[config.mk]
export PLATFORM = sky130hd
export DESIGN_NAME = softusb_cmd_decode_flat
export DESIGN_NICKNAME = d
export VERILOG_FILES = /design/src/logic/softusb_pkg.sv /design/src/logic/softusb_cmd_if.sv /design/src/logic/softusb_cmd_decode.sv /design/src/flat_wrapper.sv
export SDC_FILE = /design/constraint.sdc
export NUM_CORES = 1
export LEC_CHECK = 0
export BUFFER_PORTS_ARGS = -buffer_cell sky130_fd_sc_hd__buf_2
export CORE_MARGIN = 8
export CORE_UTILIZATION = 40
export CTS_BUF_LIST = sky130_fd_sc_hd__clkbuf_16
export DETAILED_ROUTE_END_ITERATION = 8
export PLACE_DENSITY = 0.91
export RECOVER_POWER = 50
export SYNTH_ARGS = -nofsm -noshare
export SYNTH_HDL_FRONTEND = slang
export SYNTH_SLANG_ARGS = --single-unit
[constraint.sdc]
create_clock -name sys_clk_i -period 3.2 [get_ports sys_clk_i]
set_clock_uncertainty 0.1 [all_clocks]
set_input_delay 0.64 -clock sys_clk_i [delete_from_list [all_inputs] [get_ports sys_clk_i]]
set_output_delay 0.64 -clock sys_clk_i [all_outputs]
set_load 0.02 [all_outputs]
[src/logic/softusb_pkg.sv]
// shared widths, enums and CSR map for the single-clock command engine
// ram_depth_log2 must stay below ADDR_W-1 so that out-of-range checks make sense
package softusb_pkg;

	// internal word address and data path
	localparam int ADDR_W = 10;
	localparam int DATA_W = 32;
	localparam int RAM_DEPTH_LOG2 = 8;

	// opcode sits in the top nibble of the command word, address in the low bits
	localparam int CMD_OP_LSB = 28;

	// zero left invalid so a cleared command word never runs
	typedef enum logic [3:0] {
		OP_READ  = 4'h1,
		OP_WRITE = 4'h2,
		OP_ADD   = 4'h3
	} softusb_op_e;

	// picked by address bit ADDR_W-1
	typedef enum logic {
		REG_RAM   = 1'b0,
		REG_TIMER = 1'b1
	} softusb_region_e;

	typedef enum logic [2:0] {
		ST_IDLE, ST_READ, ST_MODIFY, ST_WRITE, ST_ACK, ST_DROP
	} softusb_state_e;

	// word offsets inside the CSR window
	localparam logic [9:0] CSR_CMD    = 10'd0;
	localparam logic [9:0] CSR_DATA   = 10'd1;
	localparam logic [9:0] CSR_RESULT = 10'd2;
	localparam logic [9:0] CSR_STATUS = 10'd3;

	// status register bits
	localparam int STAT_BUSY = 0;
	localparam int STAT_DONE = 1;
	localparam int STAT_ERR  = 2;

endpackage

[src/logic/softusb_cmd_if.sv]
// four-phase req/ack command channel, operands hold while req is high
`timescale 1ns/1ns

interface softusb_cmd_if import softusb_pkg::*; ();

	// handshake
	logic req;
	logic ack;

	// operands, valid with req
	softusb_op_e op;
	logic [ADDR_W-1:0] addr;
	logic [DATA_W-1:0] wdata;

	// response, valid with ack
	logic [DATA_W-1:0] rdata;
	logic err;

	modport requester (output req, op, addr, wdata, input ack, rdata, err);

	modport responder (input req, op, addr, wdata, output ack, rdata, err);

	// result side only watches the channel
	modport observer (input req, ack, op, addr, wdata, rdata, err);

endinterface

[src/logic/softusb_cmd_decode.sv]
// CSR writes to command requests, one command in flight at a time
// writes to CMD or DATA while busy are dropped
`timescale 1ns/1ns

module softusb_cmd_decode import softusb_pkg::*; #(
	parameter logic [3:0] csr_addr = 4'h0
) (
	input  logic              sys_clk_i,
	input  logic              arst_n_i,
	input  logic [13:0]       csr_a_i,
	input  logic              csr_we_i,
	input  logic [DATA_W-1:0] csr_di_i,
	softusb_cmd_if.requester  cmd
);

	logic csr_sel;
	logic cmd_wr;
	logic data_wr;
	logic req_q;
	logic busy_q;
	softusb_op_e op_q;
	logic [ADDR_W-1:0] addr_q;
	logic [DATA_W-1:0] data_q;

	// window match on the upper address nibble
	assign csr_sel = (csr_a_i[13:10] == csr_addr);

	// accepted only when nothing is outstanding
	assign cmd_wr  = csr_sel & csr_we_i & (csr_a_i[9:0] == CSR_CMD) & ~busy_q;
	assign data_wr = csr_sel & csr_we_i & (csr_a_i[9:0] == CSR_DATA) & ~busy_q;

	// operand registers
	always_ff @(posedge sys_clk_i) begin
		if (data_wr)
			data_q <= csr_di_i;
		if (cmd_wr) begin
			// no opcode check here, the engine flags bad codes
			op_q   <= softusb_op_e'(csr_di_i[CMD_OP_LSB +: 4]);
			addr_q <= csr_di_i[ADDR_W-1:0];
		end
	end

	// req side of the handshake
	always_ff @(posedge sys_clk_i or negedge arst_n_i) begin
		if (!arst_n_i) begin
			req_q  <= 1'b0;
			busy_q <= 1'b0;
		end else if (cmd_wr) begin
			req_q  <= 1'b1;
			busy_q <= 1'b1;
		end else if (req_q && cmd.ack) begin
			// response seen, release req
			req_q <= 1'b0;
		end else if (busy_q && !req_q && !cmd.ack) begin
			// ack gone, channel free again
			busy_q <= 1'b0;
		end
	end

	assign cmd.req   = req_q;
	assign cmd.op    = op_q;
	assign cmd.addr  = addr_q;
	assign cmd.wdata = data_q;

endmodule

[src/flat_wrapper.sv]
// flat-port wrapper written by rule: the top's interface ports become plain ports
module softusb_cmd_decode_flat import softusb_pkg::*;
#(
	parameter logic [3:0] csr_addr = 4'h0
)
  (sys_clk_i, arst_n_i, csr_a_i, csr_we_i, csr_di_i, cmd_req, cmd_op, cmd_addr, cmd_wdata, cmd_ack, cmd_rdata, cmd_err);
  softusb_cmd_if cmd_i ();
  input  logic sys_clk_i;
  input  logic arst_n_i;
  input  logic [13:0] csr_a_i;
  input  logic csr_we_i;
  input  logic [DATA_W-1:0] csr_di_i;
  output wire logic [$bits(cmd_i.req)-1:0] cmd_req;
  output wire logic [$bits(cmd_i.op)-1:0] cmd_op;
  output wire logic [$bits(cmd_i.addr)-1:0] cmd_addr;
  output wire logic [$bits(cmd_i.wdata)-1:0] cmd_wdata;
  input wire logic [$bits(cmd_i.ack)-1:0] cmd_ack;
  input wire logic [$bits(cmd_i.rdata)-1:0] cmd_rdata;
  input wire logic [$bits(cmd_i.err)-1:0] cmd_err;
  assign cmd_req = cmd_i.req;
  assign cmd_op = cmd_i.op;
  assign cmd_addr = cmd_i.addr;
  assign cmd_wdata = cmd_i.wdata;
  assign cmd_i.ack = cmd_ack;
  assign cmd_i.rdata = cmd_rdata;
  assign cmd_i.err = cmd_err;
  softusb_cmd_decode #(.csr_addr(csr_addr)) u_core (.sys_clk_i(sys_clk_i), .arst_n_i(arst_n_i), .csr_a_i(csr_a_i), .csr_we_i(csr_we_i), .csr_di_i(csr_di_i), .cmd(cmd_i));
endmodule
---- Yosys cells after proc, flatten, opt, wreduce, memory -nomap -nowiden ----
Cells that the tools add are included.
W data, S select, Z words.
cells by class
  eq/ne operators ......................... 2
  muxes and demuxes ....................... 5
  bitwise gates (word level) .............. 6
  reductions and logical operators ........ 10
operators by type and width
  cell                   number
  $eq A10 B1 Y1 const B  1
  $logic_not A10 Y1      1
  $and A1 B1 Y1          5
  $mux W1                5
  $logic_not A4 Y1       1
  $reduce_bool A2 Y1     2
  $logic_and A1 B1 Y1    3
  $logic_not A1 Y1       2
  $ne A2 B1 Y1 const B   1
  $reduce_and A2 Y1      1
  $not A1 Y1             1
word-level totals
  register bits after elaboration ......... 48
  output and inout port bits .............. 47
  logic and storage cells ................. 28

---- Longest topological paths before layout ----
  word-level depth ........................ 6
  mapped depth ............................ 3
  gate-level depth less buffers ........... 3

---- Worst setup path before layout ----
OpenSTA, ideal clock, no wires.
  kind .................................... input to register
  from .................................... input csr_a_i[2]
  to ...................................... register u_core.data_q[0] (netlist: u_core.cmd.wdata[0]), enable pin
  arrival ................................. 1.813 ns
  required time ........................... 2.709 ns
  path slack .............................. 0.895 ns
  stages .................................. 2
  cells stage by stage .................... nor4_2 > and4_1
between the ends
  word-level cells in the longest chain between the ends .. 3
RTL lines
  what                        RTL line                  text
  start: declaration          flat_wrapper.sv:10        input logic [13:0] csr_a_i;
  $eq A10 B1 Y1               softusb_cmd_decode.sv:30  assign data_wr = csr_sel & csr_we_i & (csr_a_i[9:0] == CSR_DATA) & ~busy_q;
  $and A1 B1 Y1 (2 in a row)  softusb_cmd_decode.sv:30
  net u_core.data_wr          softusb_cmd_decode.sv:18  logic data_wr;
  end signal: assignment      softusb_cmd_decode.sv:35  data_q <= csr_di_i;
  end: declaration            softusb_cmd_decode.sv:23  logic [DATA_W-1:0] data_q;
The timed path passes the listed nets, and every way through them passes these cells.
A chain may end at the register's enable or synchronous reset.

---- Worst setup path in the final report ----
  from .................................... input csr_a_i[1]
  to ...................................... register u_core.data_q[12] (netlist: u_core.cmd.wdata[12]), enable pin
The elaborated chain is that of the path after synthesis.

==> run summary <==
The flow ran to the end, and the final reports show no timing, DRC or antenna violations. For the worst setup path, the data required time is 3050 ps. Measured along the y axis, the die boundary spans 77.7 microns. The count of endpoints failing hold in the final timing report is 0. The largest total area in the synthesized netlist belongs to edfxtp_1. 130 I/O pins were placed. For this configuration, the core starts out at a cell density of 41.6%.

The critical path arrival was 2060 ps; the cts-stage hold buffer count was 0. In this run, CTS created clock tree buffers numbering 5. Setup repair after global routing left no endpoint under its margin.

The number of different library cells in the post-synthesis netlist was 11; the number of flops mapped to enable cells by yosys was 46. Broken down by cell family, the worst path's largest delay share belongs to simple AND/OR/NAND/NOR gates. The worst path in the final design needs a cycle of 2210 ps, including I/O delays and setup.

In the final design database the tool counted 247 nets. Yosys attributes the largest share of cell area to edfxtp_1 91%, dfrtp_1 3.3%, nor4_2 1.6%. After clock tree synthesis, the repair step resized 0 gates. In this run the power spent charging and discharging nets is 194 uW. For the total congestion overflow, the log shows 0. The number of flip-flops and latches in the synthesized netlist was 48. The tools report the internal power component as 988 uW.

Traced cell by cell, the critical path runs through buf_2 > nor4b_1 > and4_1 > buf_4. The pin slew with the least headroom to its limit is 587 ps. The placed instances occupy a cell area of 0.00207 sq mm. CTS saw 48 sinks. For the total wirelength of the detailed-routed design, the log shows 3430 microns. The largest vdd supply drop is 0.000344 V. The tightest min-delay check is of the in -> async type. The total core area came out at 0.00366 sq mm. The count of nets left with antenna violations once routing finished came out at 0. The root buffer selected by CTS is clkbuf_16.

The tools report the critical path endpoint category as a register. The finished cells cover 0.00216 sq mm. The congestion estimate from routability-driven global placement came to 0.709. Maximum frequency from static timing analysis: 453 MHz. After detailed routing, the number of remaining DRC violations is 0. The static power due to leakage was 0.000848 uW; the number of warnings reported in the yosys synthesis log was 0. In this run, the number of DRC markers left after iteration 0 of detailed routing was 19.

STA classifies the critical path startpoint as an input port. The first TritonRoute pass finished after 2 iterations. The via count of the first global-routing pass is 1130, and the share of total power consumed by net switching is 16.4%. The peak fanout along the critical path was 24; the number of cells traversed by the worst register-to-register path was 3. The repair_antennas step left the layout with diodes totalling 0. On the final layout, the worst hold slack is 41.9 ps. The number of fillers in the final layout is 312, and the area share of the leading cell type in the synthesized netlist is 90.7%. The run gives 0 as the total count of max-transition violations in the final report.

In the synthesized netlist, the number of instances is 60. For this run, the leading register cell type out of synthesis is edfxtp_1. Dividing the detail-routed wire length by the instance count gives 16.2 microns.

For the share of power burned in the clock network, the log shows 38.9%. Entering global routing, the biggest net connects 25 pins. Cells with a size suffix above 1 make up 47.6% of the layout. Setup violations remaining at the end of the flow were counted as 0. The relative slew slack was 60.8%; the number of buffers on the longest clock path was 2.

Number of antenna violations at the first check in global routing: 0. By count the netlist is led by 46 x edfxtp_1, 2 x dfrtp_1, 2 x inv_1, 2 x nor4_2, 2 x o21ai_0. On the worst path, the slowest cell contributes a delay of 540 ps.

The most common cell in the netlist is edfxtp_1. TritonCTS built the clock tree. For this run, the total global-route usage over all layers was measured as 11.3%. The fraction of power consumed by sequential logic was 58.2%; the synthesized area divided by synthesized cell count was 25.4 sq um. The H-tree was split into 2 levels.

Adding up every negative setup slack in the final design gives 0 ps. Combinational fraction of design power: 2.9%. Compared with the post-synthesis result, the final layout area differs by 42.2%.

The mapped netlist covers 0.00152 sq mm. The run gives 0.00604 sq mm as the floorplan die area. Port buffering added 96 buffers. Via total after detailed routing: 951.

In this run the post-CTS setup repair buffer count came out at 0. The fraction of synthesis flops using an asynchronous set or reset pin is 4.17%. Total placed cells including tap cells: 205. Startpoint-to-endpoint class of the critical path: in -> reg. For this design, the slowest cell found on the critical path is and4_1. After clock tree synthesis, the clock-pin slew on the worst setup and hold paths is 60 ps. The final core utilization came out at 59.1%. The floorplan has 22 rows. The total nets after synthesis is 143. Power spread over the standard cell area amounts to 546 mW/mm^2.

Dividing the detail-routed via count by the number of cells gives 4.49. The number of buffers and inverters on the critical path is 2. Once layout is complete, the cells apart from fillers number 212. The global-route wire length before repair was 5330 microns.

Dividing the final minimum period by the clock period gives 69.0%. The share of the Yosys chip area taken by registers is 94.0%. In this run the number of cells on the critical path is 4. In this run the horizontal extent of the chip is 77.7 microns. The tool flagged a number of max-cap violations equal to 0. The later pin in the worst-skew pair is clocked with a latency of 270 ps.
[path summary, 6_finish.rpt]
| path | startpoint | to | slack, ps |
|---|---|---|---|
| worst max register to register | u_core.busy_q | u_core.cmd.wdata[12] | 1240 |
| max in group asynchronous | arst_n_i | u_core.cmd.req | 2830 |
| worst max-delay path | csr_a_i[1] | u_core.cmd.wdata[12] | 990 |
| worst min-delay path | arst_n_i | u_core.busy_q | 40 |
| worst min register to register | u_core.busy_q | u_core.busy_q | 430 |
| min in group sys_clk_i | u_core.busy_q | u_core.busy_q | 430 |
[stage by stage]
stage                     power, uW  worst slack (ps)
after detailed placement        737               754
final                          1180               991
after CTS                      1200              1040
after floorplan                 704               895
after global placement          734               839
after global routing           1230               826
[registers in the layout (all words and copies together), names as in the netlist]
name              flops
u_core.cmd.addr      10
u_core.busy_q         1
u_core.cmd.req        1
u_core.cmd.op         4
u_core.cmd.wdata     32
[cell type report]
class | instances | area (sq um) | area share (%)
Clock buffer | 5 | 125 | 5.78
Sequential cell | 48 | 1430 | 66.1
Timing Repair Buffer | 97 | 455 | 21.0
Multi-Input combinational cell | 10 | 77.6 | 3.58
Tap cell | 48 | 60.1 | 2.77
Inverter | 2 | 7.51 | 0.347
Clock inverter | 2 | 7.51 | 0.347
[layer usage]
metal / global-route usage [%] / share of wire [%]
met1: 8.92 / 32
met2: 20.2 / 50
met3: 9.68 / 17
met4: 2.83 / 0.61
met5: 0 / 0
[placed cells by master (no fill, tap or decap)]
cell type	count
buf_2	70
edfxtp_1	46
clkbuf_1	26
clkbuf_16	5
nor4b_1	2
nor4_2	2
inv_1	2
o21ai_0	2
clkinv_1	2
dfrtp_1	2
nor4_1	1
nand4_1	1
and4_1	1
nand2_1	1
buf_4	1
[cell families (layout without fill, tap and decap cells)]
group / count (synthesis) / count (layout) / synth area share (%)
compound gates: 2 / 2 / 0.657
simple gates: 8 / 8 / 4.85
flops: 48 / 48 / 94.0
buf+inv: 2 / 106 / 0.493
[power by group through the flow]
| stage | registers, uW | logic, uW | clock network [uW] |
|---|---|---|---|
| 2_1_floorplan | 701 | 2.29 | 0 |
| 3_3_place_gp | 701 | 33.2 | 0 |
| 3_5_place_dp | 701 | 36.2 | 0 |
| 4_1_cts | 688 | 36.3 | 474 |
| 5_1_grt | 688 | 37.9 | 504 |
| 6_report | 688 | 34.2 | 460 |
(Power assumes the default switching activity.)
