[src/logic/softusb_pkg.sv]
// shared widths, enums and CSR map for the single-clock command engine
// ram_depth_log2 must stay below ADDR_W-1 so that out-of-range checks make sense
package softusb_pkg;

	// internal word address and data path
	localparam int ADDR_W = 10;
	localparam int DATA_W = 32;
	localparam int RAM_DEPTH_LOG2 = 8;

	// opcode sits in the top nibble of the command word, address in the low bits
	localparam int CMD_OP_LSB = 28;

	// zero left invalid so a cleared command word never runs
	typedef enum logic [3:0] {
		OP_READ  = 4'h1,
		OP_WRITE = 4'h2,
		OP_ADD   = 4'h3
	} softusb_op_e;

	// picked by address bit ADDR_W-1
	typedef enum logic {
		REG_RAM   = 1'b0,
		REG_TIMER = 1'b1
	} softusb_region_e;

	typedef enum logic [2:0] {
		ST_IDLE, ST_READ, ST_MODIFY, ST_WRITE, ST_ACK, ST_DROP
	} softusb_state_e;

	// word offsets inside the CSR window
	localparam logic [9:0] CSR_CMD    = 10'd0;
	localparam logic [9:0] CSR_DATA   = 10'd1;
	localparam logic [9:0] CSR_RESULT = 10'd2;
	localparam logic [9:0] CSR_STATUS = 10'd3;

	// status register bits
	localparam int STAT_BUSY = 0;
	localparam int STAT_DONE = 1;
	localparam int STAT_ERR  = 2;

endpackage

[src/logic/softusb_cmd_if.sv]
// four-phase req/ack command channel, operands hold while req is high
`timescale 1ns/1ns

interface softusb_cmd_if import softusb_pkg::*; ();

	// handshake
	logic req;
	logic ack;

	// operands, valid with req
	softusb_op_e op;
	logic [ADDR_W-1:0] addr;
	logic [DATA_W-1:0] wdata;

	// response, valid with ack
	logic [DATA_W-1:0] rdata;
	logic err;

	modport requester (output req, op, addr, wdata, input ack, rdata, err);

	modport responder (input req, op, addr, wdata, output ack, rdata, err);

	// result side only watches the channel
	modport observer (input req, ack, op, addr, wdata, rdata, err);

endinterface

[src/logic/softusb_bus_if.sv]
// internal memory bus, each slave decodes its own region from the top address bit
`timescale 1ns/1ns

interface softusb_bus_if import softusb_pkg::*; ();

	// master side
	logic we;
	logic [DATA_W/8-1:0] sel;
	logic [ADDR_W-1:0] addr;
	logic [DATA_W-1:0] wdata;

	// ram data lags addr by one cycle, timer data is combinational
	logic [DATA_W-1:0] rdata_ram;
	logic [DATA_W-1:0] rdata_tmr;

	modport master (output we, sel, addr, wdata, input rdata_ram, rdata_tmr);

	modport slave (input we, sel, addr, wdata, output rdata_ram, rdata_tmr);

endinterface

[src/logic/softusb_engine.sv]
// executes one command on the internal bus, then answers with ack
// latency req to ack: write 2, read 3, add 5, rejected 2 cycles
`timescale 1ns/1ns

module softusb_engine import softusb_pkg::*; #(
	parameter int ram_depth_log2 = RAM_DEPTH_LOG2
) (
	input  logic             sys_clk_i,
	input  logic             arst_n_i,
	softusb_cmd_if.responder cmd,
	softusb_bus_if.master    bus
);

	localparam int unsigned RAM_WORDS = 1 << ram_depth_log2;

	softusb_state_e state_q;
	softusb_region_e region;
	logic rd_wait_q;
	logic err_q;
	logic op_bad;
	logic ram_oob;
	logic cmd_bad;
	logic [DATA_W-1:0] rd_mux;
	// read value, sum or written word, zero on error
	logic [DATA_W-1:0] data_q;

	// top address bit picks the slave
	assign region = softusb_region_e'(cmd.addr[ADDR_W-1]);

	always_comb begin
		case (region)
			REG_RAM: rd_mux = bus.rdata_ram;
			default: rd_mux = bus.rdata_tmr;
		endcase
	end

	// validity checks
	always_comb begin
		case (cmd.op)
			OP_READ, OP_WRITE: op_bad = 1'b0;
			// no read-modify-write on the counter
			OP_ADD: op_bad = (region == REG_TIMER);
			default: op_bad = 1'b1;
		endcase
	end

	assign ram_oob = (region == REG_RAM) && (32'(cmd.addr[ADDR_W-2:0]) >= RAM_WORDS);
	assign cmd_bad = op_bad | ram_oob;

	always_ff @(posedge sys_clk_i or negedge arst_n_i) begin
		if (!arst_n_i) begin
			state_q   <= ST_IDLE;
			rd_wait_q <= 1'b0;
			err_q     <= 1'b0;
		end else begin
			case (state_q)
				ST_IDLE: begin
					if (cmd.req) begin
						err_q <= cmd_bad;
						if (cmd_bad)
							state_q <= ST_DROP;
						else if (cmd.op == OP_WRITE)
							state_q <= ST_WRITE;
						else
							state_q <= ST_READ;
					end
				end
				ST_READ: begin
					// two cycles, ram data shows up in the second
					rd_wait_q <= ~rd_wait_q;
					if (rd_wait_q)
						state_q <= (cmd.op == OP_ADD) ? ST_MODIFY : ST_ACK;
				end
				ST_MODIFY: state_q <= ST_WRITE;
				ST_WRITE:  state_q <= ST_ACK;
				ST_DROP:   state_q <= ST_ACK;
				ST_ACK: begin
					// hold the response until req drops
					if (!cmd.req)
						state_q <= ST_IDLE;
				end
				default: state_q <= ST_IDLE;
			endcase
		end
	end

	// data path follows the state
	always_ff @(posedge sys_clk_i) begin
		case (state_q)
			ST_IDLE: begin
				if (cmd.req)
					data_q <= cmd_bad ? '0 : cmd.wdata;
			end
			ST_READ: begin
				if (rd_wait_q)
					data_q <= rd_mux;
			end
			// wraps at DATA_W bits
			ST_MODIFY: data_q <= data_q + cmd.wdata;
			default:   data_q <= data_q;
		endcase
	end

	// full-word writes only
	assign bus.we    = (state_q == ST_WRITE);
	assign bus.sel   = '1;
	assign bus.addr  = cmd.addr;
	assign bus.wdata = data_q;

	assign cmd.ack   = (state_q == ST_ACK);
	assign cmd.rdata = data_q;
	assign cmd.err   = err_q;

endmodule

[src/flat_wrapper.sv]
// flat-port wrapper written by rule: the top's interface ports become plain ports
module softusb_engine_flat import softusb_pkg::*;
#(
	parameter int ram_depth_log2 = RAM_DEPTH_LOG2
)
  (sys_clk_i, arst_n_i, cmd_req, cmd_op, cmd_addr, cmd_wdata, cmd_ack, cmd_rdata, cmd_err, bus_we, bus_sel, bus_addr, bus_wdata, bus_rdata_ram, bus_rdata_tmr);
  softusb_cmd_if cmd_i ();
  softusb_bus_if bus_i ();
  input  logic sys_clk_i;
  input  logic arst_n_i;
  input wire logic [$bits(cmd_i.req)-1:0] cmd_req;
  input wire logic [$bits(cmd_i.op)-1:0] cmd_op;
  input wire logic [$bits(cmd_i.addr)-1:0] cmd_addr;
  input wire logic [$bits(cmd_i.wdata)-1:0] cmd_wdata;
  output wire logic [$bits(cmd_i.ack)-1:0] cmd_ack;
  output wire logic [$bits(cmd_i.rdata)-1:0] cmd_rdata;
  output wire logic [$bits(cmd_i.err)-1:0] cmd_err;
  output wire logic [$bits(bus_i.we)-1:0] bus_we;
  output wire logic [$bits(bus_i.sel)-1:0] bus_sel;
  output wire logic [$bits(bus_i.addr)-1:0] bus_addr;
  output wire logic [$bits(bus_i.wdata)-1:0] bus_wdata;
  input wire logic [$bits(bus_i.rdata_ram)-1:0] bus_rdata_ram;
  input wire logic [$bits(bus_i.rdata_tmr)-1:0] bus_rdata_tmr;
  assign cmd_i.req = cmd_req;
  assign cmd_i.op = cmd_op;
  assign cmd_i.addr = cmd_addr;
  assign cmd_i.wdata = cmd_wdata;
  assign cmd_ack = cmd_i.ack;
  assign cmd_rdata = cmd_i.rdata;
  assign cmd_err = cmd_i.err;
  assign bus_we = bus_i.we;
  assign bus_sel = bus_i.sel;
  assign bus_addr = bus_i.addr;
  assign bus_wdata = bus_i.wdata;
  assign bus_i.rdata_ram = bus_rdata_ram;
  assign bus_i.rdata_tmr = bus_rdata_tmr;
  softusb_engine #(.ram_depth_log2(ram_depth_log2)) u_core (.sys_clk_i(sys_clk_i), .arst_n_i(arst_n_i), .cmd(cmd_i), .bus(bus_i));
endmodule
[config.mk]
export PLATFORM = sky130hd
export DESIGN_NAME = softusb_engine_flat
export DESIGN_NICKNAME = d
export VERILOG_FILES = /design/src/logic/softusb_pkg.sv /design/src/logic/softusb_cmd_if.sv /design/src/logic/softusb_bus_if.sv /design/src/logic/softusb_engine.sv /design/src/flat_wrapper.sv
export SDC_FILE = /design/constraint.sdc
export NUM_CORES = 1
export LEC_CHECK = 0
export BUFFER_PORTS_ARGS = -buffer_cell sky130_fd_sc_hd__clkbuf_2
export CAP_MARGIN = 10
export CORE_MARGIN = 2
export CORE_UTILIZATION = 25
export CTS_CLUSTER_DIAMETER = 150
export DETAILED_ROUTE_END_ITERATION = 8
export GPL_TIMING_DRIVEN = 0
export HOLD_SLACK_MARGIN = 0.03
export SKIP_CTS_REPAIR_TIMING = 1
export SLEW_MARGIN = 5
export SYNTH_ARGS = -nofsm -noshare
export SYNTH_HDL_FRONTEND = slang
export SYNTH_SLANG_ARGS = --single-unit
[constraint.sdc]
create_clock -name sys_clk_i -period 3.4 [get_ports sys_clk_i]
set_input_delay 0.68 -clock sys_clk_i [delete_from_list [all_inputs] [get_ports sys_clk_i]]
set_output_delay 0.68 -clock sys_clk_i [all_outputs]
set_load 0.03 [all_outputs]
---- After elaboration in Yosys (flattened, before gate mapping) ----
Cells that the tools add are included.
word-level totals
  register bits after elaboration ......... 37
  output and inout bits ................... 81
cells by class
  $add $sub $neg .......................... 1
  order comparisons ....................... 1
  equality and inequality tests ........... 11
  mux-type cells .......................... 13
  bitwise gates (word level) .............. 3
  reductions and logical operators ........ 8
operators with widths
  kind                                                   count
  two-way mux 32 bit                                     4
  case mux 32 bit (3 select lines)                       1
  adder 32 bit                                           1
  two-way mux 3 bit                                      5
  case mux 3 bit (5 select lines)                        1
  >= comparator 9 bit, second input constant             1
  == test 4 x 2 -> 1 bit, second input constant          2
  == test 3 x 2 -> 1 bit, second input constant          2
  == test 3 bit, second input constant                   2
  AND reduction 3 bit                                    2
  == test 4 x 1 -> 1 bit, second input constant          1
  inequality test 2 bit, second input constant           2
  OR reduction 2 bit                                     2
  == test 3 x 1 -> 1 bit, second input constant          1
  zero test 3 bit                                        1
  nonzero test 3 bit                                     1
  two-way mux 2 bit                                      1
  inequality test 2 x 1 -> 1 bit, second input constant  1
  NOT 1 bit                                              2
  case mux 1 bit (2 select lines)                        1
  AND reduction 2 bit                                    1
  logical AND 1 bit                                      1
  OR 1 bit                                               1

---- Longest topological paths before layout ----
  word-level depth ........................ 7
  depth in mapped cells ................... 10
  depth with buffers taken out ............ 10

---- Worst setup path before layout ----
No wires, ideal clock.
  path type ............................... input -> register
  from .................................... input port cmd_wdata[0]
  to ...................................... register u_core.data_q[28] (netlist: u_core.bus.wdata[28]), data pin
  library setup time ...................... 0.275 ns
  arrival ................................. 2.848 ns
  path slack .............................. 0.277 ns
  stages on the path ...................... 10
  path buffers ............................ 0
  cell sequence ........................... ha_1 -> fa_1 -> a211oi_1 -> nor2_1 -> o31ai_1 -> a221oi_2 -> a211oi_1 -> a211oi_1 -> xnor2_1 -> o221ai_1
on the way
  longest elaborated chain between the ends .. 2
RTL lines
  item                              line                   RTL
  start, declared                   flat_wrapper.sv:14     input wire logic [$bits(cmd_i.wdata)-1:0] cmd_wdata;
  adder 32 bit                      softusb_engine.sv:99   ST_MODIFY: data_q <= data_q + cmd.wdata;
  case mux 32 bit (3 select lines)  softusb_engine.sv:89   case (state_q)
  end signal, assigned              softusb_engine.sv:92   data_q <= cmd_bad ? '0 : cmd.wdata;
  end signal, assigned              softusb_engine.sv:99
  end signal, assigned              softusb_engine.sv:100  default: data_q <= data_q;
  end, declared                     softusb_engine.sv:25   logic [DATA_W-1:0] data_q;
No other way between the ends.
A chain may end at the register's enable or synchronous reset.

---- Worst setup path after layout ----
  from .................................... input port cmd_wdata[0]
  to ...................................... register u_core.data_q[24] (netlist: u_core.bus.wdata[24]), data pin
The elaborated chain is that of the path after synthesis.

==> impl_metrics.prom <==
# TYPE chip_impl_metric gauge
chip_impl_info{name="outcome",value="completed"} 1
chip_impl_metric{name="grt.met3_usage",unit="%"} 3.14
chip_impl_metric{name="total_leakage_power",unit="uW"} 0.00262
chip_impl_metric{name="placed_wire_length_estimate",unit="mm"} 11.1
chip_impl_metric{name="latest_clock_arrival_within_the_worst_skew_pair",unit="ns"} 0.29
chip_impl_metric{name="met2_use_gr",unit="%"} 26.5
chip_impl_info{name="cts_tree",value="yes"} 1
chip_impl_metric{name="ff2ff_setup_slack",unit="ns"} 0.18
chip_impl_metric{name="worst_setup_hold_path_clk_slew",unit="ns"} 0.07
chip_impl_metric{name="cp.arrival",unit="ns"} 3.27
chip_impl_metric{name="post_synth_instance_area",unit="sq um"} 4140
chip_impl_metric{name="core-area",unit="sq um"} 16400
chip_impl_metric{name="finalMaxSlewViolations",unit=""} 0
chip_impl_metric{name="use_met1",unit="%"} 20.6
chip_impl_metric{name="drive_above_1_share",unit="%"} 36.9
chip_impl_metric{name="first_pass_iters",unit=""} 4
chip_impl_metric{name="die-height",unit="um"} 133
chip_impl_metric{name="period_share",unit="%"} 95.0
chip_impl_metric{name="async_flop_share",unit="%"} 13.5
chip_impl_metric{name="hold_viol",unit=""} 0
chip_impl_metric{name="num_rows",unit=""} 47
chip_impl_metric{name="die_area",unit="sq um"} 17600
chip_impl_metric{name="irDropWorstVdd",unit="mV"} 0.205
chip_impl_info{name="critical_path.reg2reg.endpoint",value="u_core.bus.wdata[24]$_DFFE_PP_"} 1
chip_impl_metric{name="synth_seq_area_share",unit="%"} 26.2
chip_impl_metric{name="detail_route.wirelength",unit="mm"} 14.0
chip_impl_metric{name="syn-instance-count",unit=""} 482
chip_impl_metric{name="synthesis.area_per_instance",unit="sq um"} 8.60
chip_impl_metric{name="synthesis.yosys.warnings",unit=""} 0
chip_impl_info{name="rsz_0062_raised_after_global_routing",value="no"} 1
chip_impl_metric{name="place.port_buffers",unit=""} 180
chip_impl_info{name="hold_path_class",value="in2async"} 1
chip_impl_metric{name="antenna_found_initial",unit=""} 0
chip_impl_metric{name="post_drt_antenna_nets",unit=""} 0
chip_impl_metric{name="vias_in_the_first_global_route",unit=""} 4019
chip_impl_metric{name="wire_length_of_the_first_global_routing_pass",unit="mm"} 21.5
chip_impl_metric{name="pin_count",unit=""} 194
chip_impl_metric{name="clock_buffer_count_from_cts",unit=""} 5
chip_impl_info{name="path_class",value="in2reg"} 1
chip_impl_metric{name="timing.reg2reg.worst_path_depth",unit=""} 10
chip_impl_metric{name="setup-violations-final",unit=""} 0
chip_impl_metric{name="setup_tns",unit="ns"} 0
chip_impl_metric{name="cap_viol_max_count",unit=""} 0
chip_impl_info{name="worst_r2r_startpoint",value="u_core.bus.wdata[0]$_DFFE_PP_"} 1
chip_impl_metric{name="design.final.nets",unit=""} 818
chip_impl_metric{name="postSynthRegisterBits",unit=""} 37
chip_impl_metric{name="power.density_cell_area",unit="nW/um^2"} 672
chip_impl_metric{name="die-width",unit="um"} 133
chip_impl_metric{name="track_usage",unit="%"} 15.7
chip_impl_metric{name="routedWlPerCell",unit="um"} 15.7
chip_impl_info{name="gr-max-usage-layer",value="met2"} 1
chip_impl_metric{name="placed_cells",unit=""} 886
chip_impl_metric{name="initial_core_util",unit="%"} 25.3
chip_impl_info{name="ys.flop_type",value="sky130_fd_sc_hd__edfxtp_1"} 1
chip_impl_metric{name="area_growth",unit="%"} 34.4
chip_impl_metric{name="vias",unit=""} 4218
chip_impl_metric{name="antenna_cells",unit=""} 0
chip_impl_metric{name="post-route-drc-count",unit=""} 0
chip_impl_metric{name="required",unit="ns"} 3.44
chip_impl_metric{name="initialDrtViolationCount",unit=""} 221
chip_impl_info{name="most-common-layout-cells",value="180 x sky130_fd_sc_hd__clkbuf_2, 48 x sky130_fd_sc_hd__nand2_1, 46 x sky130_fd_sc_hd__buf_4"} 1
chip_impl_info{name="final_common_cell",value="sky130_fd_sc_hd__clkbuf_2"} 1
chip_impl_metric{name="filler_cells_inserted",unit=""} 1718
chip_impl_metric{name="fmaxAchievable",unit="MHz"} 310
chip_impl_info{name="worstSetupStartpoint",value="cmd_wdata[0]"} 1
chip_impl_metric{name="vias_per_cell",unit=""} 4.72
chip_impl_metric{name="grt.overflow.total",unit=""} 0
chip_impl_metric{name="yosys.cell_types.count",unit=""} 57
chip_impl_metric{name="finalNonFillerCells",unit=""} 894
chip_impl_info{name="setup.worst_path.start_class",value="primary input"} 1
chip_impl_metric{name="timing.slew.headroom",unit="%"} 24.7
chip_impl_metric{name="gp_congestion",unit=""} 0.839
chip_impl_metric{name="numClockSinks",unit=""} 37
chip_impl_metric{name="timing.critical_path.fanout_max",unit=""} 3
chip_impl_metric{name="pin_count_of_the_biggest_net_entering_global_routing",unit=""} 24
chip_impl_metric{name="maximum_clock_skew_at_final_layout",unit="ns"} 0.0111
chip_impl_metric{name="synth_edf_count",unit=""} 32
chip_impl_metric{name="h-tree-depth",unit=""} 2
chip_impl_info{name="clock_tree.root_cell",value="sky130_fd_sc_hd__clkbuf_16"} 1
chip_impl_info{name="worstSetupEndpointType",value="register"} 1
chip_impl_info{name="critical_path.endpoint",value="u_core.bus.wdata[24]$_DFFE_PP_"} 1
chip_impl_metric{name="worst_pin_slew",unit="ns"} 1.13
chip_impl_metric{name="clock_tree.buffer_depth",unit=""} 2
chip_impl_metric{name="final.min_clock_period",unit="ns"} 3.23
[per-layer routing]
metal | vias to the layer above | wire (um)
li1 | 2142 | -
met1 | 1918 | 6410
met2 | 150 | 6650
met3 | 8 | 784
met4 | 0 | 165
met5 | - | 0
[worst max-delay path, cell delays in order]
cell and delay (ns):
sky130_fd_sc_hd__clkbuf_2 0.10, sky130_fd_sc_hd__ha_1 0.23, sky130_fd_sc_hd__fa_1 0.44, sky130_fd_sc_hd__a211oi_1 0.26
sky130_fd_sc_hd__nor2_1 0.14, sky130_fd_sc_hd__o31ai_4 0.33, sky130_fd_sc_hd__a21oi_1 0.14, sky130_fd_sc_hd__nor2_1 0.22
sky130_fd_sc_hd__o311ai_0 0.25, sky130_fd_sc_hd__a211oi_1 0.34, sky130_fd_sc_hd__o21ai_0 0.13
[cells by family after synthesis]
family / after synthesis / synth area share (%)
compound gates: 146 / 24.8
flops: 37 / 26.2
other cells: 1 / 0.0905
simple gates: 134 / 15.0
xor+xnor: 22 / 4.65
buf+inv: 75 / 11.0
fa+ha+maj: 32 / 9.84
mux: 35 / 8.45
[stage by stage]
step | worst slack [ns] | hold WS (ns) | util, % | total power, uW | area, sq um
detailed placement | -0.431 | 0.506 | 32.7 | 3160 | 5360
global placement | -0.749 | 0.509 | 32.5 | 3130 | 5330
finish | 0.171 | 0.202 | 34.0 | 3750 | 5570
CTS | -0.128 | 0.187 | 33.7 | 3760 | 5540
floorplan | 0.277 | 0.384 | - | 2520 | 4160
global route | 0.0313 | 0.194 | 34.0 | 4020 | 5570
[synth_stat cells (all sizes together), types with 15 or more instances]
cell | instances | share of area [%]
nand2 | 48 | 4.3
buf | 47 | 8.4
a21oi | 41 | 5.0
nor2 | 40 | 3.6
mux2i | 35 | 8.5
edfxtp | 32 | 23
ha | 31 | 9.4
o21ai | 22 | 2.9
o221ai | 21 | 4.4
clkbuf | 17 | 1.5
xnor2 | 15 | 3.2
[flip-flops by register name, indices dropped and copies added (netlist names)]
register	cells
u_core.cmd.err	1
u_core.bus.wdata	32
u_core.state_q	3
u_core.rd_wait_q	1
[layout make-up]
cell class              count  area [sq um]  share of cell area (%)
clock buffers               7           143                    2.56
repair buffers            181           921                    16.5
flip-flops and latches     37          1090                    19.5
well taps                 220           275                    4.94
multi-input cells         373          2660                    47.8
inverters                  11          41.3                   0.741
clock inverters             1          30.0                   0.539
plain buffers              64           413                    7.41
[worst min path at each step]
stage,end,slack [ns]
floorplan,u_core.cmd.err$_DFFE_PN0P_,0.38
global placement,u_core.cmd.err$_DFFE_PN0P_,0.51
detailed placement,u_core.cmd.err$_DFFE_PN0P_,0.51
CTS,u_core.state_q[0]$_DFFE_PN0P_,0.19
global route,u_core.state_q[0]$_DFFE_PN0P_,0.19
finish,u_core.state_q[0]$_DFFE_PN0P_,0.20
[power breakdown]
part	internal [uW]	switching (uW)	leakage, uW	total (uW)
combinational	883	1470	0.00216	2350
sequential	693	133	0.000367	826
clock	367	198	0.0000841	566
total	1940	1800	0.00262	3750
Note: power is estimated with default switching activity, not from simulation.
