`src/logic/softusb_pkg.sv`:
```
// shared widths, enums and CSR map for the single-clock command engine
// ram_depth_log2 must stay below ADDR_W-1 so that out-of-range checks make sense
package softusb_pkg;

	// internal word address and data path
	localparam int ADDR_W = 10;
	localparam int DATA_W = 32;
	localparam int RAM_DEPTH_LOG2 = 8;

	// opcode sits in the top nibble of the command word, address in the low bits
	localparam int CMD_OP_LSB = 28;

	// zero left invalid so a cleared command word never runs
	typedef enum logic [3:0] {
		OP_READ  = 4'h1,
		OP_WRITE = 4'h2,
		OP_ADD   = 4'h3
	} softusb_op_e;

	// picked by address bit ADDR_W-1
	typedef enum logic {
		REG_RAM   = 1'b0,
		REG_TIMER = 1'b1
	} softusb_region_e;

	typedef enum logic [2:0] {
		ST_IDLE, ST_READ, ST_MODIFY, ST_WRITE, ST_ACK, ST_DROP
	} softusb_state_e;

	// word offsets inside the CSR window
	localparam logic [9:0] CSR_CMD    = 10'd0;
	localparam logic [9:0] CSR_DATA   = 10'd1;
	localparam logic [9:0] CSR_RESULT = 10'd2;
	localparam logic [9:0] CSR_STATUS = 10'd3;

	// status register bits
	localparam int STAT_BUSY = 0;
	localparam int STAT_DONE = 1;
	localparam int STAT_ERR  = 2;

endpackage

```
`src/logic/softusb_cmd_if.sv`:
```
// four-phase req/ack command channel, operands hold while req is high
`timescale 1ns/1ns

interface softusb_cmd_if import softusb_pkg::*; ();

	// handshake
	logic req;
	logic ack;

	// operands, valid with req
	softusb_op_e op;
	logic [ADDR_W-1:0] addr;
	logic [DATA_W-1:0] wdata;

	// response, valid with ack
	logic [DATA_W-1:0] rdata;
	logic err;

	modport requester (output req, op, addr, wdata, input ack, rdata, err);

	modport responder (input req, op, addr, wdata, output ack, rdata, err);

	// result side only watches the channel
	modport observer (input req, ack, op, addr, wdata, rdata, err);

endinterface

```
`src/logic/softusb_result.sv`:
```
// result capture, status and irq, CSR read data one cycle after the address
`timescale 1ns/1ns

module softusb_result import softusb_pkg::*; #(
	parameter logic [3:0] csr_addr = 4'h0
) (
	input  logic              sys_clk_i,
	input  logic              arst_n_i,
	input  logic [13:0]       csr_a_i,
	input  logic              csr_we_i,
	input  logic [DATA_W-1:0] csr_di_i,
	output logic [DATA_W-1:0] csr_do_o,
	output logic              irq_o,
	softusb_cmd_if.observer   cmd
);

	logic csr_sel;
	logic ack_q;
	logic ack_rise;
	logic done_q;
	logic error_q;
	logic done_clr;
	logic [DATA_W-1:0] result_q;
	logic [DATA_W-1:0] status;

	assign csr_sel  = (csr_a_i[13:10] == csr_addr);
	assign ack_rise = cmd.ack & ~ack_q;
	// write one to the done bit
	assign done_clr = csr_sel & csr_we_i & (csr_a_i[9:0] == CSR_STATUS) & csr_di_i[STAT_DONE];

	always_comb begin
		status = '0;
		status[STAT_BUSY] = cmd.req | cmd.ack;
		status[STAT_DONE] = done_q;
		status[STAT_ERR]  = error_q;
	end

	always_ff @(posedge sys_clk_i) begin
		if (ack_rise)
			result_q <= cmd.rdata;
	end

	always_ff @(posedge sys_clk_i or negedge arst_n_i) begin
		if (!arst_n_i) begin
			ack_q    <= 1'b0;
			done_q   <= 1'b0;
			error_q  <= 1'b0;
			csr_do_o <= '0;
		end else begin
			ack_q <= cmd.ack;
			// a new completion wins over a clear in the same cycle
			if (ack_rise) begin
				done_q  <= 1'b1;
				error_q <= cmd.err;
			end else if (done_clr) begin
				done_q <= 1'b0;
			end
			csr_do_o <= '0;
			if (csr_sel) begin
				case (csr_a_i[9:0])
					CSR_DATA:   csr_do_o <= cmd.wdata;
					CSR_RESULT: csr_do_o <= result_q;
					CSR_STATUS: csr_do_o <= status;
					default:    csr_do_o <= '0;
				endcase
			end
		end
	end

	// level irq, follows done
	assign irq_o = done_q;

endmodule

```
`src/flat_wrapper.sv`:
```
// flat-port wrapper written by rule: the top's interface ports become plain ports
module softusb_result_flat import softusb_pkg::*;
#(
	parameter logic [3:0] csr_addr = 4'h0
)
  (sys_clk_i, arst_n_i, csr_a_i, csr_we_i, csr_di_i, csr_do_o, irq_o, cmd_req, cmd_ack, cmd_op, cmd_addr, cmd_wdata, cmd_rdata, cmd_err);
  softusb_cmd_if cmd_i ();
  input  logic sys_clk_i;
  input  logic arst_n_i;
  input  logic [13:0] csr_a_i;
  input  logic csr_we_i;
  input  logic [DATA_W-1:0] csr_di_i;
  output logic [DATA_W-1:0] csr_do_o;
  output logic irq_o;
  input wire logic [$bits(cmd_i.req)-1:0] cmd_req;
  input wire logic [$bits(cmd_i.ack)-1:0] cmd_ack;
  input wire logic [$bits(cmd_i.op)-1:0] cmd_op;
  input wire logic [$bits(cmd_i.addr)-1:0] cmd_addr;
  input wire logic [$bits(cmd_i.wdata)-1:0] cmd_wdata;
  input wire logic [$bits(cmd_i.rdata)-1:0] cmd_rdata;
  input wire logic [$bits(cmd_i.err)-1:0] cmd_err;
  assign cmd_i.req = cmd_req;
  assign cmd_i.ack = cmd_ack;
  assign cmd_i.op = cmd_op;
  assign cmd_i.addr = cmd_addr;
  assign cmd_i.wdata = cmd_wdata;
  assign cmd_i.rdata = cmd_rdata;
  assign cmd_i.err = cmd_err;
  softusb_result #(.csr_addr(csr_addr)) u_core (.sys_clk_i(sys_clk_i), .arst_n_i(arst_n_i), .csr_a_i(csr_a_i), .csr_we_i(csr_we_i), .csr_di_i(csr_di_i), .csr_do_o(csr_do_o), .irq_o(irq_o), .cmd(cmd_i));
endmodule
```
`config.mk`:
```
export PLATFORM = sky130hd
export DESIGN_NAME = softusb_result_flat
export DESIGN_NICKNAME = d
export VERILOG_FILES = /design/src/logic/softusb_pkg.sv /design/src/logic/softusb_cmd_if.sv /design/src/logic/softusb_result.sv /design/src/flat_wrapper.sv
export SDC_FILE = /design/constraint.sdc
export NUM_CORES = 1
export LEC_CHECK = 0
export BUFFER_PORTS_ARGS = -buffer_cell sky130_fd_sc_hd__buf_2
export CORE_ASPECT_RATIO = 0.6
export CORE_MARGIN = 1
export CORE_UTILIZATION = 32
export CTS_BUF_LIST = sky130_fd_sc_hd__clkbuf_4 sky130_fd_sc_hd__clkbuf_8 sky130_fd_sc_hd__clkbuf_16
export DETAILED_ROUTE_END_ITERATION = 8
export MAX_ROUTING_LAYER = met4
export PLACE_DENSITY = 0.64
export RECOVER_POWER = 100
export SLEW_MARGIN = 20
export SYNTH_ARGS = -nofsm -noshare
export SYNTH_HDL_FRONTEND = slang
export SYNTH_SLANG_ARGS = --single-unit
export TNS_END_PERCENT = 10
```
`constraint.sdc`:
```
create_clock -name sys_clk_i -period 4.93 [get_ports sys_clk_i]
set_input_delay 0.2465 -clock sys_clk_i [delete_from_list [all_inputs] [get_ports sys_clk_i]]
set_output_delay 0.2465 -clock sys_clk_i [all_outputs]
set_load 0.02 [all_outputs]
```
Word-level counts from Yosys, hierarchy flattened:

Index checks and enable logic that the tools add are counted.

* register bits after elaboration: 67
* output and inout port bits: 33
* logic and storage cells: 20

* equal/unequal tests: 3
* multiplexer cells: 4
* bitwise gates (word level): 6
* reduce and logical (&&, ||, !) cells: 2

Operators with widths (number)
* case mux 32 bit (3 select lines): 1
* 2-to-1 mux 32 bit: 1
* equality test 10 x 2 -> 1 bit, second input constant: 2
* equality test 10 x 1 -> 1 bit, second input constant: 1
* AND 1 bit: 4
* logical NOT 4 bit: 1
* 2-to-1 mux 1 bit: 2
* nonzero test 2 bit: 1
* inverter 1 bit: 1
* OR 1 bit: 1

Longest topological paths before layout:

Gate-level depths: netlist (run 1).

* word-level depth: 6
* mapped depth: 5
* gate-level depth less buffers: 3

Worst setup path after synthesis (run 1):

Ideal clock, no wire load.

* path type: flip-flop to flip-flop
* start: register u_core.ack_q
* end: register u_core.error_q
* library setup time: 0.125 ns
* data arrival time: 2.311 ns
* path slack: 2.494 ns
* stages on the path, launching flop included: 3
* cell sequence: dfrtp_1 -> nor2b_1 -> mux2_2

* cells in the longest elaborated chain, start to end: 2

Ends and longest elaborated chain
* from (decl): RTL line softusb_result.sv:18 `logic ack_q;`
* from (signal assigned): RTL line softusb_result.sv:50 `ack_q <= cmd.ack;`
* inverter 1 bit: RTL line softusb_result.sv:27 `assign ack_rise = cmd.ack & ~ack_q;`
* AND 1 bit: RTL line softusb_result.sv:27
* named net u_core.ack_rise: RTL line softusb_result.sv:19 `logic ack_rise;`
* to (signal assigned): RTL line softusb_result.sv:54 `error_q <= cmd.err;`
* to (decl): RTL line softusb_result.sv:21 `logic error_q;`

The timed path passes the listed nets, and every way through them passes these cells.
A chain may end at the register's enable or synchronous reset.

Final worst setup path (run 1):

* start: input csr_a_i[0]
* end: register u_core.csr_do_o[29]

* cells in the longest elaborated chain, start to end: 3
* elaborated cells on any way between the ends: 5
* classes of those cells: eq/ne (3); mux (2)

Ends and longest elaborated chain
* from (decl): RTL line flat_wrapper.sv:10 `input logic [13:0] csr_a_i;`
* equality test 10 x 2 -> 1 bit / equality test 10 x 1 -> 1 bit (equally long branches): RTL line softusb_result.sv:60 `case (csr_a_i[9:0])`
* case mux 32 bit (3 select lines) *: RTL line softusb_result.sv:60
* 2-to-1 mux 32 bit *: RTL line softusb_result.sv:59 `if (csr_sel) begin`
* to (signal assigned): RTL line softusb_result.sv:61 `CSR_DATA: csr_do_o <= cmd.wdata;`
* to (signal assigned): RTL line softusb_result.sv:62 `CSR_RESULT: csr_do_o <= result_q;`
* to (signal assigned): RTL line softusb_result.sv:63 `CSR_STATUS: csr_do_o <= status;`
* to (decl): RTL line softusb_result.sv:12 `output logic [DATA_W-1:0] csr_do_o,`

Every way passes the cells marked *; elsewhere a longest branch is shown, timed or not.

==> flow_summary.ini, run 1 <==
[yosys]
synth.area.top_cells = edfxtp_1 39%, dfrtp_1 36%, a22oi_1 9.4%
synth_edf_count = 32
syn_area_per_cell_sq_um = 15.8
synth_top_area_cell = edfxtp_1
synthArstFlopShare = 0.522
yosys_warnings = 0
synthCells = 156
ys_types = 19
ys_seq_elements = 67
synth_area_sq_um = 2460
yosysSeqAreaShare = 0.745
synthFlopType = dfrtp_1
syn_nets = 286
synth_top_area_frac = 0.390

[critical_path]
worstPathCellList = clkbuf_1 > o2111ai_1 > nor2_1
cp_top_family = compound AO/OA/AOI/OAI gates
worst_ep_required_time_ns = 5.02
reg2reg_depth = 2
critPathMaxFanout = 32
cp-start-kind = input pin
path_class = input pin to flop
cp.arrival_ns = 2.70
r2r_start = u_core.ack_q
end_kind = flop
r2r_slack_ns = 3.22
cpPeakStageDelay_ns = 2.06
critPathSlowestCell = o2111ai_1
regToRegEndpoint = u_core.error_q
crit_buf_inv = 1

[power]
power_frac_seq = 0.473
switching_share = 0.202
vdd_drop_max_mv = 0.192
total_power_w = 0.00128
p_int_w = 0.00102
pwr-share-comb = 0.061
power_switching_w = 0.000258
clock_power_share = 0.466
powerDensity_nw_per_um2 = 383
power.leakage_nw = 1.42

[die]
die-area_sq_um = 8070
num_rows = 24
start_util = 0.335
io_pins = 163
die_y_um = 70.0
coreArea_sq_um = 7360
fp.dieW_um = 115

[sta]
skew_ns = 0.00925
period_share = 0.529
finalSetupTns_ns = 0
hold_viol = 0
clock.fmax_mhz = 383
maxSlewHeadroom = -0.761
setup_viol = 0
tightestPinTransition_ns = 2.64
fin_crit_ns = 2.61
holdWs_ns = 0.0927
drv_slew = 69
rsz0062_at_grt = false

[clock_network]
clkTransAtPathRegs_ns = 0.05
hold_buffers = 0
cts_buffers = 9
cts_tree = built
clock-sinks = 67
htree_levels = 3
cts_buffer_depth = 2
clockRootBuffer = clkbuf_16
cts-resized-gates = 0
postCtsSetupBuffers = 0
clk_latency_ns = 0.32

[cells_and_area]
drive_gt1_frac = 0.388
n_fill_cell = 705
final_common_cell = buf_2
layout_common_cells = 81 x buf_2, 36 x clkbuf_1, 35 x dfrtp_1
fin_area_sq_um = 3340
diodes = 0
layout.cells.non_filler = 385
synthToLayoutAreaGrowth_pct = 35.7
nets = 406

[global_routing]
grt_max_degree = 36
gr-total-overflow = 0
grt_use_total = 0.149
grt_pass1_vias = 1755
grt_pass1_wl_um = 8470
met2_usage = 0.216
use_met1 = 0.178
gr-max-usage-layer = met2
globalRouteMet3Util = 0.0738
antenna_found_initial = 0

[hold_path]
hold_depth = 1
min_from = cmd_ack
hp-class = input pin to flop
min_to = u_core.ack_q

[routing]
first_pass_iters = 4
ant_nets = 0
viasPerCell = 4.45
drt_iter0_drc = 66
vias = 1713
wire_per_inst_um = 14.2
wl_um = 5470
drc = 0

[placement]
gp_congestion = 0.652
dp_hpwl_um = 3650
port-buffer-count = 117
place_area_sq_um = 3120
dpl.cell_count = 369

[outcome]
violations = max-capacitance violations, max-slew violations
status = complete, but fails checks

[flow_run]
maxCapViolations = 2
==> flip-flops by register name, summed over array words and instances, names as in the netlist <==
| signal | flops |
|---|---|
| u_core.ack_q | 1 |
| u_core.csr_do_o | 32 |
| u_core.error_q | 1 |
| u_core.irq_o | 1 |
| u_core.result_q | 32 |
==> stage by stage <==
stage                     utilization  setup WS, ns
final                           0.455          2.32
after global routing            0.455          2.01
after CTS                       0.463          3.18
after detailed placement        0.424          3.17
after global placement          0.424          3.19
after floorplan                     -          2.49
==> logic make-up (layout without fill, tap and decap cells) <==
logic type,count (synthesis),in the layout,share of synthesized area
DFF,67,67,0.745
muxes,3,3,0.0137
buffers and inverters,10,135,0.0355
AOI/OAI and AO/OA,35,35,0.114
and+or+nand+nor,41,41,0.0919
==> metal layers <==
metal,vias to the layer above,wire (um)
met4,0,61
met1,813,2530
li1,819,-
met3,8,460
met2,73,2420
met5,-,0
==> area by class of cell <==
type / instances / area (sq um) / share of cell area
Timing Repair Buffer: 119 / 556 / 0.166
Tap cell: 104 / 130 / 0.0389
Sequential cell: 67 / 1840 / 0.549
Multi-Input combinational cell: 79 / 536 / 0.160
Clock buffer: 14 / 275 / 0.0823
Clock inverter: 2 / 11.3 / 0.00337
==> how the worst max path moves through the flow <==
stage                     endpoint    startpoint  depth (start not counted)  slack (ns)
2_1_floorplan       u_core.error_q  u_core.ack_q                          2        2.49
5_1_grt        u_core.csr_do_o[27]    csr_a_i[0]                          3        2.01
3_5_place_dp        u_core.error_q       cmd_ack                          3        3.17
6_report       u_core.csr_do_o[29]    csr_a_i[0]                          3        2.32
3_3_place_gp        u_core.error_q       cmd_ack                          3        3.19
4_1_cts             u_core.error_q  u_core.ack_q                          2        3.18
==> power groups by stage <==
stage	logic [W]	clock network [W]	registers (W)
after floorplan	0.0000309	0	0.000616
after global placement	0.0000787	0	0.000616
after detailed placement	0.0000804	0	0.000617
after CTS	0.0000806	0.000613	0.000606
after global routing	0.0000871	0.000638	0.000607
final	0.0000780	0.000598	0.000606
==> cell usage after synthesis, types with 3 or more instances <==
cell,number
mux2_2,3
buf_6,4
nor4_4,3
edfxtp_1,32
buf_4,5
nor2b_1,3
a22oi_1,31
dfrtp_1,35
nor2_1,30
(Power assumes the default switching activity.)
==> run 2: changes to the inputs <==
==> constraint.sdc (replaced) <==
create_clock -name sys_clk_i -period 2.63 [get_ports sys_clk_i]
set_input_delay 0.1315 -clock sys_clk_i [delete_from_list [all_inputs] [get_ports sys_clk_i]]
set_output_delay 0.1315 -clock sys_clk_i [all_outputs]
set_load 0.02 [all_outputs]
==> run 2 against run 1 <==
The run now ends clean; clock power rose by 110%; cell area increased by 11%; utilization up 5.0 points; routed wire length grew 7.2%; total power up 100%; hold slack got worse by 0.049 ns; largest cell class unchanged; sequential share of layout area shrank 5.5 points; highest routed layer unchanged; die area stayed put; critical path depth rose by 1; sequential cell count is the same.
==> flow_summary.ini, run 2 (same netlist as run 1, synthesis figures left out) <==
[clock_network]
clock-sinks = 67
htree_levels = 3
cts_buffer_depth = 2
clkTransAtPathRegs_ns = 0.05
cts-resized-gates = 0
cts_buffers = 9
clk_latency_ns = 0.33
cts_tree = built
clockRootBuffer = clkbuf_16
postCtsSetupBuffers = 0

[sta]
period_share = 0.707
fin_crit_ns = 1.86
clock.fmax_mhz = 538
tightestPinTransition_ns = 1.45
setup_viol = 0
finalSetupTns_ns = 0
rsz0062_at_grt = false
drv_slew = 0
hold_viol = 0
maxSlewHeadroom = 0.0321
skew_ns = 0.00703

[critical_path]
end_kind = flop
worst_ep_required_time_ns = 2.59
path_class = input pin to flop
critPathMaxFanout = 22
cp-start-kind = input pin
cp.arrival_ns = 1.82

[global_routing]
grt_pass1_wl_um = 9040
grt_use_total = 0.159
gr-total-overflow = 0
antenna_found_initial = 0
grt_max_degree = 36
grt_pass1_vias = 1905

[cells_and_area]
synthToLayoutAreaGrowth_pct = 50.7
nets = 441
reg.largest.list = u_core.csr_do_o (32), u_core.result_q (32)
final_common_cell = buf_2
diodes = 0
layout_common_cells = 82 x buf_2, 35 x clkbuf_1, 35 x dfrtp_1
n_fill_cell = 691
drive_gt1_frac = 0.351

[die]
coreArea_sq_um = 7360
io_pins = 163
start_util = 0.335
fp.dieW_um = 115
die_y_um = 70.0
num_rows = 24
die-area_sq_um = 8070

[routing]
wire_per_inst_um = 14.0
first_pass_iters = 4
drt_iter0_drc = 98
vias = 1850
viasPerCell = 4.40
drc = 0
wl_um = 5870
ant_nets = 0

[placement]
gp_congestion = 0.646
port-buffer-count = 117
dp_hpwl_um = 3830

[hold_path]
hp-class = input pin to flop

[power]
power.leakage_nw = 1.58
powerDensity_nw_per_um2 = 695
total_power_w = 0.00258
vdd_drop_max_mv = 0.424

[outcome]
status = finished, final reports clean

[flow_run]
maxCapViolations = 0
==> run 2: cell types whose count changed in the layout (fill, tap and decap cells not counted) <==
cell           delta
bufinv_16         +2
clkbuf_2          +1
clkbuf_8          -2
inv_4             -1
nor4_4            -1
clkinv_2          +1
o2111ai_2         +1
clkinvlp_4        +1
clkbuf_1          -1
clkbuf_4          -1
dlygate4sd3_1    +34
o2111ai_1         -1
buf_2             +1
nor4_1            +1
==> run 2: repair_timing <==
action,in CTS,in global routing
hold endpoints to repair,68,0
setup endpoints to repair,0,0
hold buffers,34,0
==> run 2: where the power goes <==
part	switching (W)	internal [W]	leakage (nW)
Combinational	0.0000818	0.000103	0.643
Clock	0.000415	0.000847	0.156
Sequential	0.00000672	0.00113	0.780
==> run 2: area by class of cell <==
| cell class | count | area (sq um) | area share |
|---|---|---|---|
| sequential | 67 | 1840 | 0.495 |
| timing repair buffer | 154 | 902 | 0.243 |
| multi-input combinational | 79 | 527 | 0.142 |
| clock buffer | 11 | 240 | 0.0647 |
| tap | 104 | 130 | 0.0350 |
| clock inverter | 5 | 77.6 | 0.0209 |
==> run 2: metrics by stage <==
stage / setup WS [ns] / utilization / instance area, sq um / cells / hold WS [ns]
floorplan: 0.194 / - / 2460 / 156 / -0.164
global placement: 1.07 / 0.425 / 3130 / 370 / 0.270
detailed placement: 1.04 / 0.425 / 3130 / 370 / 0.277
CTS: 1.03 / 0.515 / 3790 / 420 / 0.0302
global route: 0.658 / 0.505 / 3710 / 420 / 0.0484
finish: 0.772 / 0.505 / 3710 / 420 / 0.0440
==> run 2: path summary, 6_finish.rpt <==
kind / startpoint / endpoint / slack [ns] / cells after the start
max in group asynchronous: arst_n_i / u_core.ack_q / 1.67 / 2
min: cmd_err / u_core.error_q / 0.04 / 2
max reg2reg: u_core.ack_q / u_core.result_q[24] / 0.95 / 2
min in group asynchronous: arst_n_i / u_core.csr_do_o[27] / 0.43 / 2
max: cmd_ack / u_core.result_q[24] / 0.77 / 4
min reg2reg: u_core.result_q[9] / u_core.csr_do_o[9] / 0.49 / 2
==> run 2: per-layer routing <==
| layer | part of all wire | GRT usage | vias to the layer above |
|---|---|---|---|
| li1 | - | - | 891 |
| met1 | 0.46 | 0.193 | 875 |
| met2 | 0.46 | 0.238 | 76 |
| met3 | 0.072 | 0.0582 | 8 |
| met4 | 0.0087 | 0.0678 | 0 |
| met5 | 0 | - | - |
==> run 2: worst max-delay path: stages <==
cell and delay, ns:
dlygate4sd3_1 0.55, clkbuf_1 0.16, nor2b_4 0.41, clkbuf_2 0.56
==> run 3: changes to the inputs <==
--- a/config.mk
+++ b/config.mk
@@ -12,7 +12,7 @@
 export CTS_BUF_LIST = sky130_fd_sc_hd__clkbuf_4 sky130_fd_sc_hd__clkbuf_8 sky130_fd_sc_hd__clkbuf_16
 export DETAILED_ROUTE_END_ITERATION = 8
 export MAX_ROUTING_LAYER = met4
-export PLACE_DENSITY = 0.64
+export PLACE_DENSITY = 0.66
 export RECOVER_POWER = 100
 export SLEW_MARGIN = 20
 export SYNTH_ARGS = -nofsm -noshare
==> constraint.sdc (replaced) <==
create_clock -name sys_clk_i -period 1.7 [get_ports sys_clk_i]
set_input_delay 0.085 -clock sys_clk_i [delete_from_list [all_inputs] [get_ports sys_clk_i]]
set_output_delay 0.085 -clock sys_clk_i [all_outputs]
set_load 0.02 [all_outputs]
==> run 3 against run 2 <==
Combinational power rose by 63%; clock skew fell by 0.0024 ns; via count fell by 0.16%; non-clock buffer count rose by 5; global-route usage barely moved; sequential share of layout area fell by 1.1 points; first-iteration DRC count fell by 16%; routed wire length fell by 1.0%.
==> flow_summary.ini, run 3 (same netlist as run 1, synthesis figures left out) <==
[sta]
rsz0062_at_grt = false
finalSetupTns_ns = 0
holdWs_ns = 0.0290
finalWorstSetupSlack_ns = 0.293
clock.fmax_mhz = 711
maxSlewHeadroom = 0.407
fin_crit_ns = 1.41
period_share = 0.827
drv_slew = 0
setup_viol = 0
skew_ns = 0.00464
tightestPinTransition_ns = 0.889
hold_viol = 0

[die]
start_util = 0.335
die_y_um = 70.0
die-area_sq_um = 8070
coreArea_sq_um = 7360
io_pins = 163
fp.dieW_um = 115
num_rows = 24

[critical_path]
cp.arrival_ns = 1.42
cp-start-kind = input pin
critPathMaxFanout = 24
worst_ep_required_time_ns = 1.72
end_kind = flop
path_class = input pin to flop

[clock_network]
cts-resized-gates = 0
clk_latency_ns = 0.32
hold_buffers = 36
clkTransAtPathRegs_ns = 0.05
cts_tree = built
cts_buffers = 9
clockRootBuffer = clkbuf_16
clock-sinks = 67
cts_buffer_depth = 2
htree_levels = 3
postCtsSetupBuffers = 0

[global_routing]
antenna_found_initial = 0
gr-total-overflow = 0
grt_max_degree = 36
grt_pass1_wl_um = 9140
grt_use_total = 0.159
grt_pass1_vias = 1961

[routing]
viasPerCell = 4.36
wl_um = 5810
first_pass_iters = 4
drc = 0
drt_iter0_drc = 82
wire_per_inst_um = 13.7
vias = 1847
ant_nets = 0

[placement]
place_ws_ns = 0.418
gp_congestion = 0.683
dp_hpwl_um = 3680
port-buffer-count = 117

[hold_path]
hp-class = input pin to flop

[outcome]
status = finished, final reports clean

[cells_and_area]
n_fill_cell = 662
seqCellArea_sq_um = 1840
layout_common_cells = 80 x buf_2, 36 x dlygate4sd3_1, 36 x clkbuf_1
diodes = 0
synthToLayoutAreaGrowth_pct = 54.2
final_common_cell = buf_2
nets = 446
drive_gt1_frac = 0.350
multiInputGateArea_sq_um = 551
reg.largest.list = u_core.csr_do_o (32), u_core.result_q (32)

[power]
vdd_drop_max_mv = 0.591
powerDensity_nw_per_um2 = 1060
power.leakage_nw = 1.61

[flow_run]
maxCapViolations = 0
-- run 3: per-stage QoR --
step                std cells  area (sq um)  total power, W   util
floorplan                 156          2470         0.00188      -
global placement          373          3160         0.00202  0.430
detailed placement        373          3160         0.00203  0.430
CTS                       424          3850         0.00410  0.523
global route              424          3800         0.00419  0.517
finish                    424          3800         0.00405  0.517
-- run 3: worst paths after layout --
path | start | to | slack, ns | cells past startpoint
max | cmd_ack | u_core.result_q[26] | 0.29 | 4
min | cmd_wdata[25] | u_core.csr_do_o[25] | 0.03 | 3
max reg2reg | u_core.ack_q | u_core.result_q[26] | 0.43 | 2
min reg2reg | u_core.result_q[27] | u_core.csr_do_o[27] | 0.49 | 2
max in group asynchronous | arst_n_i | u_core.csr_do_o[18] | 0.70 | 2
min in group asynchronous | arst_n_i | u_core.csr_do_o[20] | 0.44 | 2
-- run 3: final cells by class --
class	count	share of cell area
multi-input cells	79	0.145
clock buffers	13	0.0704
repair buffers	159	0.251
clock inverters	2	0.0158
well taps	104	0.0342
flip-flops and latches	67	0.483
-- run 3: power by group --
part	internal, W	leakage [nW]	switching (W)
combinational	0.000170	0.669	0.000131
sequential	0.00175	0.780	0.0000106
clock	0.00139	0.163	0.000599
total	0.00331	1.61	0.000741
-- run 3: per-layer routing --
metal	share of wire	vias up	wire length, um	GRT usage
li1	-	897	-	-
met1	0.44	870	2550	0.174
met2	0.50	76	2890	0.266
met3	0.058	4	338	0.0599
met4	0.0055	0	32	0.0534
met5	0	-	0	-
-- run 3: critical path, stage by stage --
cell and delay [ns]:
dlygate4sd3_1 0.53, clkbuf_1 0.16, nor2b_4 0.39, buf_12 0.24
